<file path="src/design/div_pkg.sv">
`default_nettype none

package div_pkg;

    // **************************************************
    // widths
    // **************************************************
    typedef logic [31:0] word_t;
    typedef logic [2:0]  wb_addr_t;
    // upper 33 bits hold the partial remainder, lower 32 collect the quotient
    typedef logic [64:0] acc_t;
    typedef logic [5:0]  step_cnt_t;

    localparam int DIV_STEPS = 32;

    // **************************************************
    // register map
    // **************************************************
    localparam wb_addr_t ADDR_DIVIDEND  = 3'd0;
    localparam wb_addr_t ADDR_DIVISOR   = 3'd1;
    localparam wb_addr_t ADDR_CTRL      = 3'd2;
    localparam wb_addr_t ADDR_STATUS    = 3'd3;
    localparam wb_addr_t ADDR_QUOTIENT  = 3'd4;
    localparam wb_addr_t ADDR_REMAINDER = 3'd5;

    localparam int CTRL_START  = 0;
    localparam int CTRL_SIGNED = 1;
    localparam int CTRL_ABORT  = 2;

    localparam int STAT_BUSY = 0;
    localparam int STAT_DONE = 1;
    localparam int STAT_DBZ  = 2;

    // **************************************************
    // control and datapath types
    // **************************************************
    typedef enum logic [1:0] {
        ST_IDLE,
        ST_RUN,
        ST_FIX,
        ST_DONE
    } div_state_e;

    typedef struct packed {
        logic start;
        logic abort;
        logic signed_op;
    } div_cmd_t;

    typedef struct packed {
        logic busy;
        logic done;
        logic dbz;
    } div_status_t;

    typedef struct packed {
        word_t quotient;
        word_t remainder;
    } div_result_t;

endpackage

`default_nettype wire

</file>
<file path="src/design/div_ctrl.sv">
`timescale 1ns/1ps
`default_nettype none

module div_ctrl import div_pkg::*; (
    input  logic        clk,
    input  logic        rst_n_i,
    input  div_cmd_t    cmd_i,
    input  logic        divisor_zero_i,
    output logic        load_o,
    output logic        step_o,
    output logic        fix_o,
    output logic        signed_o,
    output div_status_t status_o
);

    div_state_e state_q;
    step_cnt_t  cnt_q;
    logic       signed_q;
    logic       dbz_q;
    logic       can_start;
    logic       last_step;

    // a new division may begin from idle or after the previous one finished
    assign can_start = (state_q == ST_IDLE) || (state_q == ST_DONE);
    assign load_o    = cmd_i.start && !cmd_i.abort && can_start;
    assign step_o    = (state_q == ST_RUN) && !cmd_i.abort;
    assign fix_o     = (state_q == ST_FIX) && !cmd_i.abort;
    assign last_step = cnt_q == step_cnt_t'(DIV_STEPS - 1);

    // the sign mode is needed in the load cycle, before it is latched
    assign signed_o = load_o ? cmd_i.signed_op : signed_q;

    always_ff @(posedge clk or negedge rst_n_i) begin
        if (!rst_n_i) begin
            state_q  <= ST_IDLE;
            cnt_q    <= '0;
            signed_q <= 1'b0;
            dbz_q    <= 1'b0;
        end else if (cmd_i.abort) begin
            state_q <= ST_IDLE;
            cnt_q   <= '0;
            dbz_q   <= 1'b0;
        end else begin
            case (state_q)
                ST_IDLE, ST_DONE: begin
                    if (load_o) begin
                        signed_q <= cmd_i.signed_op;
                        dbz_q    <= divisor_zero_i;
                        cnt_q    <= '0;
                        // a zero divisor skips the iteration entirely
                        state_q  <= divisor_zero_i ? ST_FIX : ST_RUN;
                    end
                end
                ST_RUN: begin
                    cnt_q <= cnt_q + 1'b1;
                    if (last_step) begin
                        state_q <= ST_FIX;
                    end
                end
                ST_FIX: begin
                    state_q <= ST_DONE;
                end
                default: begin
                    state_q <= ST_IDLE;
                end
            endcase
        end
    end

    assign status_o.busy = (state_q == ST_RUN) || (state_q == ST_FIX);
    assign status_o.done = state_q == ST_DONE;
    assign status_o.dbz  = dbz_q;

endmodule

`default_nettype wire

</file>
<file path="src/design/div_iter.sv">
`timescale 1ns/1ps
`default_nettype none

module div_iter import div_pkg::*; (
    input  logic  clk,
    input  logic  rst_n_i,
    input  logic  load_i,
    input  logic  step_i,
    input  word_t mag_dividend_i,
    input  word_t mag_divisor_i,
    output word_t quot_o,
    output word_t rem_o
);

    acc_t        acc_q;
    acc_t        shifted;
    word_t       divisor_q;
    logic [32:0] diff;

    // **************************************************
    // one restoring step
    // **************************************************

    // bring the next dividend bit into the partial remainder
    assign shifted = {acc_q[63:0], 1'b0};
    assign diff    = shifted[64:32] - {1'b0, divisor_q};

    always_ff @(posedge clk or negedge rst_n_i) begin
        if (!rst_n_i) begin
            acc_q     <= '0;
            divisor_q <= '0;
        end else if (load_i) begin
            acc_q     <= {33'b0, mag_dividend_i};
            divisor_q <= mag_divisor_i;
        end else if (step_i) begin
            if (diff[32]) begin
                // divisor did not fit, keep the remainder and shift in a zero
                acc_q <= shifted;
            end else begin
                acc_q <= {diff, shifted[31:1], 1'b1};
            end
        end
    end

    assign quot_o = acc_q[31:0];
    assign rem_o  = acc_q[63:32];

endmodule

`default_nettype wire

</file>
<file path="src/design/div_sign_unit.sv">
`timescale 1ns/1ps
`default_nettype none

module div_sign_unit import div_pkg::*; (
    input  logic        clk,
    input  logic        rst_n_i,
    input  word_t       dividend_i,
    input  word_t       divisor_i,
    input  logic        load_i,
    input  logic        fix_i,
    input  logic        signed_i,
    input  logic        dbz_i,
    output logic        divisor_zero_o,
    output word_t       mag_dividend_o,
    output word_t       mag_divisor_o,
    input  word_t       raw_quot_i,
    input  word_t       raw_rem_i,
    output div_result_t result_o
);

    logic        dvd_neg;
    logic        dvs_neg;
    logic        dvd_neg_q;
    logic        quot_neg_q;
    word_t       quot_fixed;
    word_t       rem_fixed;
    div_result_t result_q;

    assign divisor_zero_o = divisor_i == '0;

    assign dvd_neg = signed_i && dividend_i[31];
    assign dvs_neg = signed_i && divisor_i[31];

    // -2^31 maps onto itself, which is the right unsigned magnitude
    assign mag_dividend_o = dvd_neg ? (~dividend_i + 1'b1) : dividend_i;
    assign mag_divisor_o  = dvs_neg ? (~divisor_i + 1'b1) : divisor_i;

    // quotient truncates toward zero, remainder follows the dividend's sign
    assign quot_fixed = quot_neg_q ? (~raw_quot_i + 1'b1) : raw_quot_i;
    assign rem_fixed  = dvd_neg_q ? (~raw_rem_i + 1'b1) : raw_rem_i;

    always_ff @(posedge clk or negedge rst_n_i) begin
        if (!rst_n_i) begin
            dvd_neg_q  <= 1'b0;
            quot_neg_q <= 1'b0;
            result_q   <= '0;
        end else begin
            if (load_i) begin
                dvd_neg_q  <= dvd_neg;
                quot_neg_q <= dvd_neg ^ dvs_neg;
            end
            if (fix_i) begin
                if (dbz_i) begin
                    result_q <= '0;
                end else begin
                    result_q.quotient  <= quot_fixed;
                    result_q.remainder <= rem_fixed;
                end
            end
        end
    end

    assign result_o = result_q;

endmodule

`default_nettype wire

</file>
<file path="src/design/div_top.sv">
`timescale 1ns/1ps
`default_nettype none

module div_top import div_pkg::*; #(
    parameter int WB_ADDR_W = 3
) (
    input  logic                 clk,
    input  logic                 rst_n_i,
    input  logic                 wb_cyc_i,
    input  logic                 wb_stb_i,
    input  logic                 wb_we_i,
    input  logic [WB_ADDR_W-1:0] wb_adr_i,
    input  word_t                wb_dat_i,
    input  logic [3:0]           wb_sel_i,
    output word_t                wb_dat_o,
    output logic                 wb_ack_o
);

    word_t       dividend;
    word_t       divisor;
    div_cmd_t    cmd;
    div_status_t status;
    div_result_t result;
    logic        load;
    logic        step;
    logic        fix;
    logic        signed_op;
    logic        divisor_zero;
    word_t       mag_dividend;
    word_t       mag_divisor;
    word_t       raw_quot;
    word_t       raw_rem;

    div_wb_regs #(
        .WB_ADDR_W(WB_ADDR_W)
    ) div_wb_regs_inst (
        .clk       (clk),
        .rst_n_i   (rst_n_i),
        .wb_cyc_i  (wb_cyc_i),
        .wb_stb_i  (wb_stb_i),
        .wb_we_i   (wb_we_i),
        .wb_adr_i  (wb_adr_i),
        .wb_dat_i  (wb_dat_i),
        .wb_sel_i  (wb_sel_i),
        .wb_dat_o  (wb_dat_o),
        .wb_ack_o  (wb_ack_o),
        .dividend_o(dividend),
        .divisor_o (divisor),
        .cmd_o     (cmd),
        .status_i  (status),
        .result_i  (result)
    );

    div_ctrl div_ctrl_inst (
        .clk           (clk),
        .rst_n_i       (rst_n_i),
        .cmd_i         (cmd),
        .divisor_zero_i(divisor_zero),
        .load_o        (load),
        .step_o        (step),
        .fix_o         (fix),
        .signed_o      (signed_op),
        .status_o      (status)
    );

    div_sign_unit div_sign_unit_inst (
        .clk           (clk),
        .rst_n_i       (rst_n_i),
        .dividend_i    (dividend),
        .divisor_i     (divisor),
        .load_i        (load),
        .fix_i         (fix),
        .signed_i      (signed_op),
        .dbz_i         (status.dbz),
        .divisor_zero_o(divisor_zero),
        .mag_dividend_o(mag_dividend),
        .mag_divisor_o (mag_divisor),
        .raw_quot_i    (raw_quot),
        .raw_rem_i     (raw_rem),
        .result_o      (result)
    );

    div_iter div_iter_inst (
        .clk           (clk),
        .rst_n_i       (rst_n_i),
        .load_i        (load),
        .step_i        (step),
        .mag_dividend_i(mag_dividend),
        .mag_divisor_i (mag_divisor),
        .quot_o        (raw_quot),
        .rem_o         (raw_rem)
    );

endmodule

`default_nettype wire

</file>
<file path="src/design/div_wb_regs.sv">
`timescale 1ns/1ps
`default_nettype none

module div_wb_regs import div_pkg::*; #(
    parameter int WB_ADDR_W = 3
) (
    input  logic                 clk,
    input  logic                 rst_n_i,
    input  logic                 wb_cyc_i,
    input  logic                 wb_stb_i,
    input  logic                 wb_we_i,
    input  logic [WB_ADDR_W-1:0] wb_adr_i,
    input  word_t                wb_dat_i,
    // only whole-word access is supported, byte selects are not decoded
    input  logic [3:0]           wb_sel_i,
    output word_t                wb_dat_o,
    output logic                 wb_ack_o,
    output word_t                dividend_o,
    output word_t                divisor_o,
    output div_cmd_t             cmd_o,
    input  div_status_t          status_i,
    input  div_result_t          result_i
);

    logic     req;
    logic     addr_ok;
    wb_addr_t addr;
    word_t    status_word;
    word_t    rd_data;
    logic     ack_q;
    word_t    dat_q;
    word_t    dividend_q;
    word_t    divisor_q;
    div_cmd_t cmd_q;

    // a new request is only taken while no ack is out, so one request gets one ack
    assign req     = wb_cyc_i && wb_stb_i && !ack_q;
    assign addr    = wb_addr_t'(wb_adr_i[2:0]);
    assign addr_ok = (wb_adr_i >> 3) == '0;

    always_comb begin
        status_word            = '0;
        status_word[STAT_BUSY] = status_i.busy;
        status_word[STAT_DONE] = status_i.done;
        status_word[STAT_DBZ]  = status_i.dbz;
    end

    always_comb begin
        rd_data = '0;
        if (addr_ok) begin
            case (addr)
                ADDR_DIVIDEND:  rd_data = dividend_q;
                ADDR_DIVISOR:   rd_data = divisor_q;
                ADDR_STATUS:    rd_data = status_word;
                ADDR_QUOTIENT:  rd_data = result_i.quotient;
                ADDR_REMAINDER: rd_data = result_i.remainder;
                default:        rd_data = '0;
            endcase
        end
    end

    always_ff @(posedge clk or negedge rst_n_i) begin
        if (!rst_n_i) begin
            ack_q      <= 1'b0;
            dat_q      <= '0;
            dividend_q <= '0;
            divisor_q  <= '0;
            cmd_q      <= '0;
        end else begin
            ack_q       <= req;
            cmd_q.start <= 1'b0;
            cmd_q.abort <= 1'b0;
            if (req) begin
                dat_q <= wb_we_i ? '0 : rd_data;
                if (wb_we_i && addr_ok) begin
                    case (addr)
                        ADDR_DIVIDEND: dividend_q <= wb_dat_i;
                        ADDR_DIVISOR:  divisor_q  <= wb_dat_i;
                        ADDR_CTRL: begin
                            // abort takes priority over a start in the same word
                            cmd_q.abort     <= wb_dat_i[CTRL_ABORT];
                            cmd_q.start     <= wb_dat_i[CTRL_START] && !wb_dat_i[CTRL_ABORT];
                            cmd_q.signed_op <= wb_dat_i[CTRL_SIGNED];
                        end
                        default: ;
                    endcase
                end
            end
        end
    end

    assign wb_ack_o   = ack_q;
    assign wb_dat_o   = dat_q;
    assign dividend_o = dividend_q;
    assign divisor_o  = divisor_q;
    assign cmd_o      = cmd_q;

endmodule

`default_nettype wire

</file>
<file path="config.mk">
export PLATFORM = sky130hd
export DESIGN_NAME = div_top
export DESIGN_NICKNAME = d
export VERILOG_FILES = /design/src/design/div_pkg.sv /design/src/design/div_ctrl.sv /design/src/design/div_iter.sv /design/src/design/div_sign_unit.sv /design/src/design/div_top.sv /design/src/design/div_wb_regs.sv
export SDC_FILE = /design/constraint.sdc
export NUM_CORES = 1
export LEC_CHECK = 0
export BUFFER_PORTS_ARGS = -buffer_cell sky130_fd_sc_hd__buf_4
export CAP_MARGIN = 30
export CELL_PAD_IN_SITES_DETAIL_PLACEMENT = 0
export CELL_PAD_IN_SITES_GLOBAL_PLACEMENT = 1
export CORE_MARGIN = 4
export CORE_UTILIZATION = 45
export DETAILED_ROUTE_END_ITERATION = 12
export GPL_TIMING_DRIVEN = 1
export PLACE_DENSITY_LB_ADDON = 0.1
export SLEW_MARGIN = 20
export SYNTH_ARGS = -nofsm -noshare
export SYNTH_HDL_FRONTEND = slang
export SYNTH_HIERARCHICAL = 1
export SYNTH_SLANG_ARGS = --single-unit
</file>
<file path="constraint.sdc">
create_clock -name clk -period 3.5 [get_ports clk]
set_input_delay 0.35 -clock clk [delete_from_list [all_inputs] [get_ports clk]]
set_output_delay 0.35 -clock clk [all_outputs]
set_load 0.05 [all_outputs]
</file>
==> results.cfg, run 1 <==
[route]
antenna_violating_nets_left = 0
first_iter_violations = 919
vias_per_cell = 5.86
routedWlPerCell_um = 22.3
drc = 0
postRouteWirelength_mm = 49.4
routed-via-count = 13000
number_of_detailed_routing_iterations_run_before_antenna_repair = 5

[clock_tree]
clock_tree.htree_level_count = 2
clkTransAtPathRegs_ps = 60
clockBufferDepth = 3
clock_sink_count = 272
cts_inserted_buffers = 34
tritoncts = done
clk-insertion-delay-late_ps = 520
clock_root_buffer = clkbuf_16

[global_routing]
number_of_antenna_violations_at_the_first_check_in_global_routing = 1
grt_pass1_vias = 12900
grt_pass1_wl_mm = 76.9
grt.overflow.total = 0
grt_max_degree = 164
grt_usage_pct = 24.7

[timing]
fin_skew_ps = 18.3
normalized_max_slew_margin_pct = 38.1
report.final.setup_viol = 0
final.min_clock_period_ps = 3440
achievable-frequency_ghz = 0.291
worstMarginPinSlew_ps = 929
grt_setup_unrepaired = true
finalMaxSlewViolations = 0
hold_slack_ps = 71.8
hold_violations = 0
final.period_utilization_pct = 98.2

[synth]
post_synth_most_frequent_cells = 272 x dfrtp_1, 173 x nand2_1, 110 x o21ai_0, 100 x nor2_1, 92 x xor2_1
synth.yosys.warnings = 6
mappedNetlistNets = 1730
asyncSetResetFlopFracSynth_pct = 100
synthFlopType = dfrtp_1
synth.ff_latch_count = 272
mappedNetlistArea_sq_um = 16400
netlist.top_cell.by_area = dfrtp_1
synth_area_per_cell_sq_um = 9.99
netlist_instances = 1645
yosysMostFrequentCell = dfrtp_1
synth-edff-count = 0
ys_top_cells_by_area = dfrtp_1 41%, xor2_1 4.9%, nand2_1 4.0%
synthDistinctLibCells = 87
ys_seq_area_share_pct = 41.4
synth.top_cell.area_share_pct = 41.4

[cells_and_area]
final-instance-count-excl-fill = 2218
area_delta_synth_final_pct = 16.4
seq_area_sq_um = 6810
finalNetCount = 1816
diodes = 0
multiInputGateArea_sq_um = 9020
drive_gt1_share_pct = 19.7
final.fill_count = 3218

[power]
clockPowerShare_pct = 23.7
combPwrFrac_pct = 45.6
vdd_drop_max_mv = 0.414
sequentialPowerShare_pct = 30.7
sw_pwr_w = 0.00650
power_per_cell_area_nw_per_um2 = 833
cellInternalPower_w = 0.00942
switching_share_pct = 40.8
p_leak_nw = 8.30

[worst_setup_path]
worst_setup_path_end_kind = flop
cpPeakStageDelay_ps = 450
worst_path_dominant_cell_family = compound AO/OA/AOI/OAI gates
cpMostUsedCell = inv_2
number_of_cells_on_the_critical_path = 15
critPathArrivalTime_ps = 3840
cp-start-kind = flop
timing.critical_path.fanout_max = 10
cp-endpoint = div_iter_inst/acc_q[47]
critical_path.startpoint = div_iter_inst/acc_q[31]
critical_path_class = flop to flop
cp_data_required_time_ps = 3900
timing.reg2reg.worst_path_depth = 15
timing.reg2reg.setup_slack_ps = 60
regToRegStartpoint = div_iter_inst/acc_q[31]
cp_num_buf_inv = 4
slowest_stage = a311o_4
timing.critical_path.cells = inv_2, ha_4, inv_2, fa_2, a21o_1, a221o_1, a21oi_2, o21a_2, a21oi_4, a311o_4, xnor2_4, buf_6, buf_12, nand2_1, a311oi_2
critical_path.reg2reg.endpoint = div_iter_inst/acc_q[47]

[place]
finalWeightedCongestion = 0.877
hpwlAfterDp_mm = 34.7
dp.cells = 2145
io_buffer_count = 72

[floorplanning]
die_width_um = 199
floorplan.io_pins = 77
row_count = 69
dieArea_sq_um = 39600
die_h_um = 199
coreArea_sq_um = 35800
start_util_pct = 45.9

[run_status]
status = finished, final reports clean

[job]
max-cap-violations = 0

[min_path]
holdCritPathClass = primary input to flop
-- layer usage --
layer,global-route usage [%],vias up,share of wire [%]
met2,37.3,312,44
met3,3.14,59,4.5
met5,0,-,0.014
met1,38.4,6452,49
li1,-,6164,-
met4,5.19,2,1.7
-- worst min-delay path by stage --
stage	startpoint	to	slack [ps]	cells past startpoint
final	wb_dat_i[16]	div_wb_regs_inst/dividend_o[16]	70	2
after global routing	wb_dat_i[28]	div_wb_regs_inst/dividend_o[28]	70	2
after CTS	wb_dat_i[16]	div_wb_regs_inst/dividend_o[16]	60	2
after detailed placement	rst_n_i	div_wb_regs_inst/wb_dat_o[6]	430	1
after global placement	rst_n_i	div_wb_regs_inst/wb_dat_o[8]	430	1
after floorplan	rst_n_i	div_ctrl_inst/cnt_q[0]	50	0
-- sequential cells by signal (all words and copies together) (netlist names), 2 cells and up --
signal	count
div_ctrl_inst/state_q	2
div_ctrl_inst/cnt_q	6
div_wb_regs_inst/cmd_o	3
div_wb_regs_inst/wb_dat_o	32
div_wb_regs_inst/divisor_o	32
div_iter_inst/acc_q	64
div_iter_inst/divisor_q	32
div_sign_unit_inst/result_o	64
div_wb_regs_inst/dividend_o	32
-- cell usage in the layout, fill, tap and decap left out, types with 8 or more instances in the layout --
| master | count |
|---|---|
| xnor2_1 | 51 |
| nor2b_1 | 8 |
| mux2_2 | 37 |
| nor4_1 | 11 |
| o2bb2ai_1 | 51 |
| a22o_1 | 33 |
| buf_12 | 8 |
| a311oi_2 | 8 |
| xor2_1 | 92 |
| mux2i_1 | 57 |
| nand2_1 | 172 |
| nor2_1 | 99 |
| buf_4 | 137 |
| clkbuf_16 | 38 |
| o21ai_0 | 110 |
| ha_1 | 39 |
| a21o_1 | 10 |
| nand2b_1 | 11 |
| inv_1 | 62 |
| a31oi_1 | 21 |
| or3_1 | 15 |
| nor3_1 | 34 |
| mux4_2 | 20 |
| a21oi_1 | 64 |
| dfrtp_1 | 272 |
| clkinv_2 | 9 |
| mux2_4 | 30 |
| nand3_1 | 23 |
| o22ai_1 | 10 |
| o41ai_1 | 22 |
| a311oi_1 | 18 |
| o31ai_1 | 31 |
| nand4_1 | 10 |
-- area by class of cell --
class                      count  area share (%)
clock buffer                  47            5.25
clock inverter                15            1.07
inverter                      68            1.34
multi-input combinational   1205            47.1
sequential                   272            35.6
tap                          461            3.02
timing repair buffer         150            6.59
-- cell families after synthesis --
kind of cell / share of synthesized area, %
mux: 11.6
simple gates: 13.3
compound gates: 18.2
xor+xnor: 7.89
fa+ha+maj: 3.17
buf+inv: 4.38
flops: 41.4
-- power groups by stage --
stage               sequential [W]  clock (W)  combinational (W)
global route               0.00500    0.00399            0.00795
detailed placement         0.00490          0            0.00690
CTS                        0.00486    0.00385            0.00692
finish                     0.00489    0.00378            0.00725
floorplan                  0.00484          0            0.00461
global placement           0.00489          0            0.00683
-- per-stage QoR --
stage	TNS [ps]	total power, W	setup WS (ps)	utilization (%)	cell area [sq um]
6_report	0	0.0159	63.8	53.4	19100
2_1_floorplan	0	0.00945	297	-	16400
4_1_cts	-4.67	0.0156	-4.67	52.9	18900
5_1_grt	-629	0.0169	-51.3	53.4	19100
3_5_place_dp	0	0.0118	18.5	49.5	17700
3_3_place_gp	0	0.0117	77.6	49.5	17700
-- repair_timing --
item / CTS / global route
setup buffers: 0 / 9
hold buffers: 1 / 0
resized for setup: 0 / 19
endpoints found under the hold margin: 83 / 0
pin swaps: 0 / 14
gates cloned: 0 / 1
setup endpoints to repair: 1 / 31
Power figures use the tool's default switching activity.
==> inputs of run 2 (changes only) <==
--- a/config.mk
+++ b/config.mk
@@ -9,12 +9,11 @@
 export CAP_MARGIN = 30
 export CELL_PAD_IN_SITES_DETAIL_PLACEMENT = 0
 export CELL_PAD_IN_SITES_GLOBAL_PLACEMENT = 1
-export CORE_MARGIN = 4
-export CORE_UTILIZATION = 45
+export CORE_MARGIN = 3
+export CORE_UTILIZATION = 25
 export DETAILED_ROUTE_END_ITERATION = 12
 export GPL_TIMING_DRIVEN = 1
 export PLACE_DENSITY_LB_ADDON = 0.1
-export SLEW_MARGIN = 20
 export SYNTH_ARGS = -nofsm -noshare
 export SYNTH_HDL_FRONTEND = slang
 export SYNTH_HIERARCHICAL = 1
==> results.cfg, run 2 (synthesis gave the netlist of run 1 again) <==
[cells_and_area]
area_delta_synth_final_pct = 20.8
final.fill_count = 6759
final_common_cell = dfrtp_1
fin_util_pct = 30.7
drive_gt1_share_pct = 21.3
finalNetCount = 1835
diodes = 0
layout_common_cells = 272 x dfrtp_1, 163 x nand2_1, 152 x buf_4

[route]
postRouteWirelength_mm = 58.0
antenna_violating_nets_left = 0
routed-via-count = 12900
vias_per_cell = 4.91
drc = 0
routedWlPerCell_um = 22.1
first_iter_violations = 806
number_of_detailed_routing_iterations_run_before_antenna_repair = 4

[power]
totalPowerFinal_w = 0.0165
vdd_drop_max_mv = 0.351
p_leak_nw = 8.45
power_per_cell_area_nw_per_um2 = 834

[timing]
hold_violations = 0
achievable-frequency_ghz = 0.295
grt_setup_unrepaired = true
finalMaxSlewViolations = 0
fin_skew_ps = 11.6
worstMarginPinSlew_ps = 976
final.period_utilization_pct = 97.0
final_worst_setup_slack_ps = 106
final.min_clock_period_ps = 3390
report.final.setup_viol = 0
normalized_max_slew_margin_pct = 34.9

[run_status]
status = finished, final reports clean

[min_path]
holdCritPathClass = primary input to flop

[floorplanning]
die_h_um = 262
row_count = 93
floorplan.io_pins = 77
coreArea_sq_um = 64700
start_util_pct = 25.4
die_width_um = 262
dieArea_sq_um = 68800

[worst_setup_path]
cp_data_required_time_ps = 3940
critical_path_class = flop to flop
worst_setup_path_end_kind = flop
timing.critical_path.fanout_max = 5
timing.reg2reg.setup_slack_ps = 110
cp-start-kind = flop
critPathArrivalTime_ps = 3840

[place]
io_buffer_count = 72
finalWeightedCongestion = 0.755
setup_slack_at_placement_ps = -39.4
hpwlAfterDp_mm = 41.8

[clock_tree]
clkTransAtPathRegs_ps = 60
tritoncts = done
cts_inserted_buffers = 37
clock_tree.htree_level_count = 2
clockBufferDepth = 3
clock_root_buffer = clkbuf_16
clock_sink_count = 272
clk-insertion-delay-late_ps = 540

[global_routing]
grt.overflow.total = 0
number_of_antenna_violations_at_the_first_check_in_global_routing = 1
grt_pass1_vias = 13200
grt_usage_pct = 16.6
grt_pass1_wl_mm = 88.4
grt_max_degree = 164

[job]
max-cap-violations = 0
[run 2: cell count changes in the layout (fill, tap and decap cells not counted), moves of 2 or more]
cell / previous run / this run
a311oi_1: 18 / 15
nand2_1: 172 / 163
nand2_2: 1 / 9
a311oi_2: 8 / 11
clkinvlp_4: 2 / 0
buf_4: 137 / 152
clkbuf_1: 6 / 4
buf_12: 8 / 10
clkbuf_8: 4 / 9
[run 2: per-stage QoR]
stage | hold WS, ps | TNS (ps) | instance area [sq um] | cells
global placement | 453 | -29.7 | 18400 | 2560
global route | 23.5 | -913 | 19800 | 2630
finish | 48.1 | 0 | 19800 | 2630
detailed placement | 456 | -100 | 18400 | 2560
CTS | 14.5 | -12.6 | 19700 | 2629
floorplan | 54.4 | 0 | 16400 | 1645
[run 2: path summary, 6_finish.rpt]
| path | to | startpoint | cells after the start |
|---|---|---|---|
| worst max-delay path | div_iter_inst/acc_q[47] | div_iter_inst/acc_q[31] | 15 |
| worst min-delay path | div_wb_regs_inst/dividend_o[24] | wb_dat_i[24] | 2 |
| worst max register to register | div_iter_inst/acc_q[47] | div_iter_inst/acc_q[31] | 15 |
| worst min register to register | div_ctrl_inst/cnt_q[5] | div_ctrl_inst/cnt_q[5] | 1 |
| max in group asynchronous | div_wb_regs_inst/dividend_o[28] | rst_n_i | 3 |
| min in group asynchronous | div_wb_regs_inst/wb_dat_o[5] | rst_n_i | 2 |
[run 2: critical path: stages, from the launching register on]
cell	delay, ps
dfrtp_1	400
inv_2	90
ha_4	140
inv_2	30
fa_2	350
a21o_1	220
a221o_1	340
a21oi_2	230
o21a_2	180
a21oi_2	70
a311o_4	370
xnor2_4	280
buf_12	160
clkbuf_16	140
nand2_2	40
a311oi_1	260
[run 2: area by class of cell]
cell class | count | area, sq um | share of cell area, %
well taps | 855 | 1070 | 5.39
flip-flops and latches | 272 | 6810 | 34.3
clock buffers | 50 | 1060 | 5.37
multi-input cells | 1205 | 9040 | 45.6
clock inverters | 14 | 199 | 1.00
repair buffers | 166 | 1400 | 7.07
inverters | 68 | 256 | 1.29
[run 2: timing repair]
| action | in CTS | in global routing |
|---|---|---|
| hold endpoints to repair | 86 | 0 |
| gates cloned | 1 | 1 |
| gates resized for setup | 3 | 27 |
| pin swaps | 4 | 5 |
| endpoints found under the setup margin | 27 | 31 |
| buffers inserted | 3 | 1 |
| hold buffers | 1 | 0 |
[run 2: where the power goes]
| part | switching [W] | internal [W] | leakage (nW) | total [W] |
|---|---|---|---|---|
| clock network | 0.00152 | 0.00249 | 0.631 | 0.00401 |
| registers | 0.000918 | 0.00398 | 3.54 | 0.00489 |
| logic | 0.00445 | 0.00319 | 4.27 | 0.00764 |
| total | 0.00689 | 0.00966 | 8.45 | 0.0165 |
[run 2: routing by layer]
metal  track usage [%]  wire length [um]
met1              24.6             29300
met2              25.9             26000
met3              2.35              1690
met4              3.42               968
met5                 0                 9
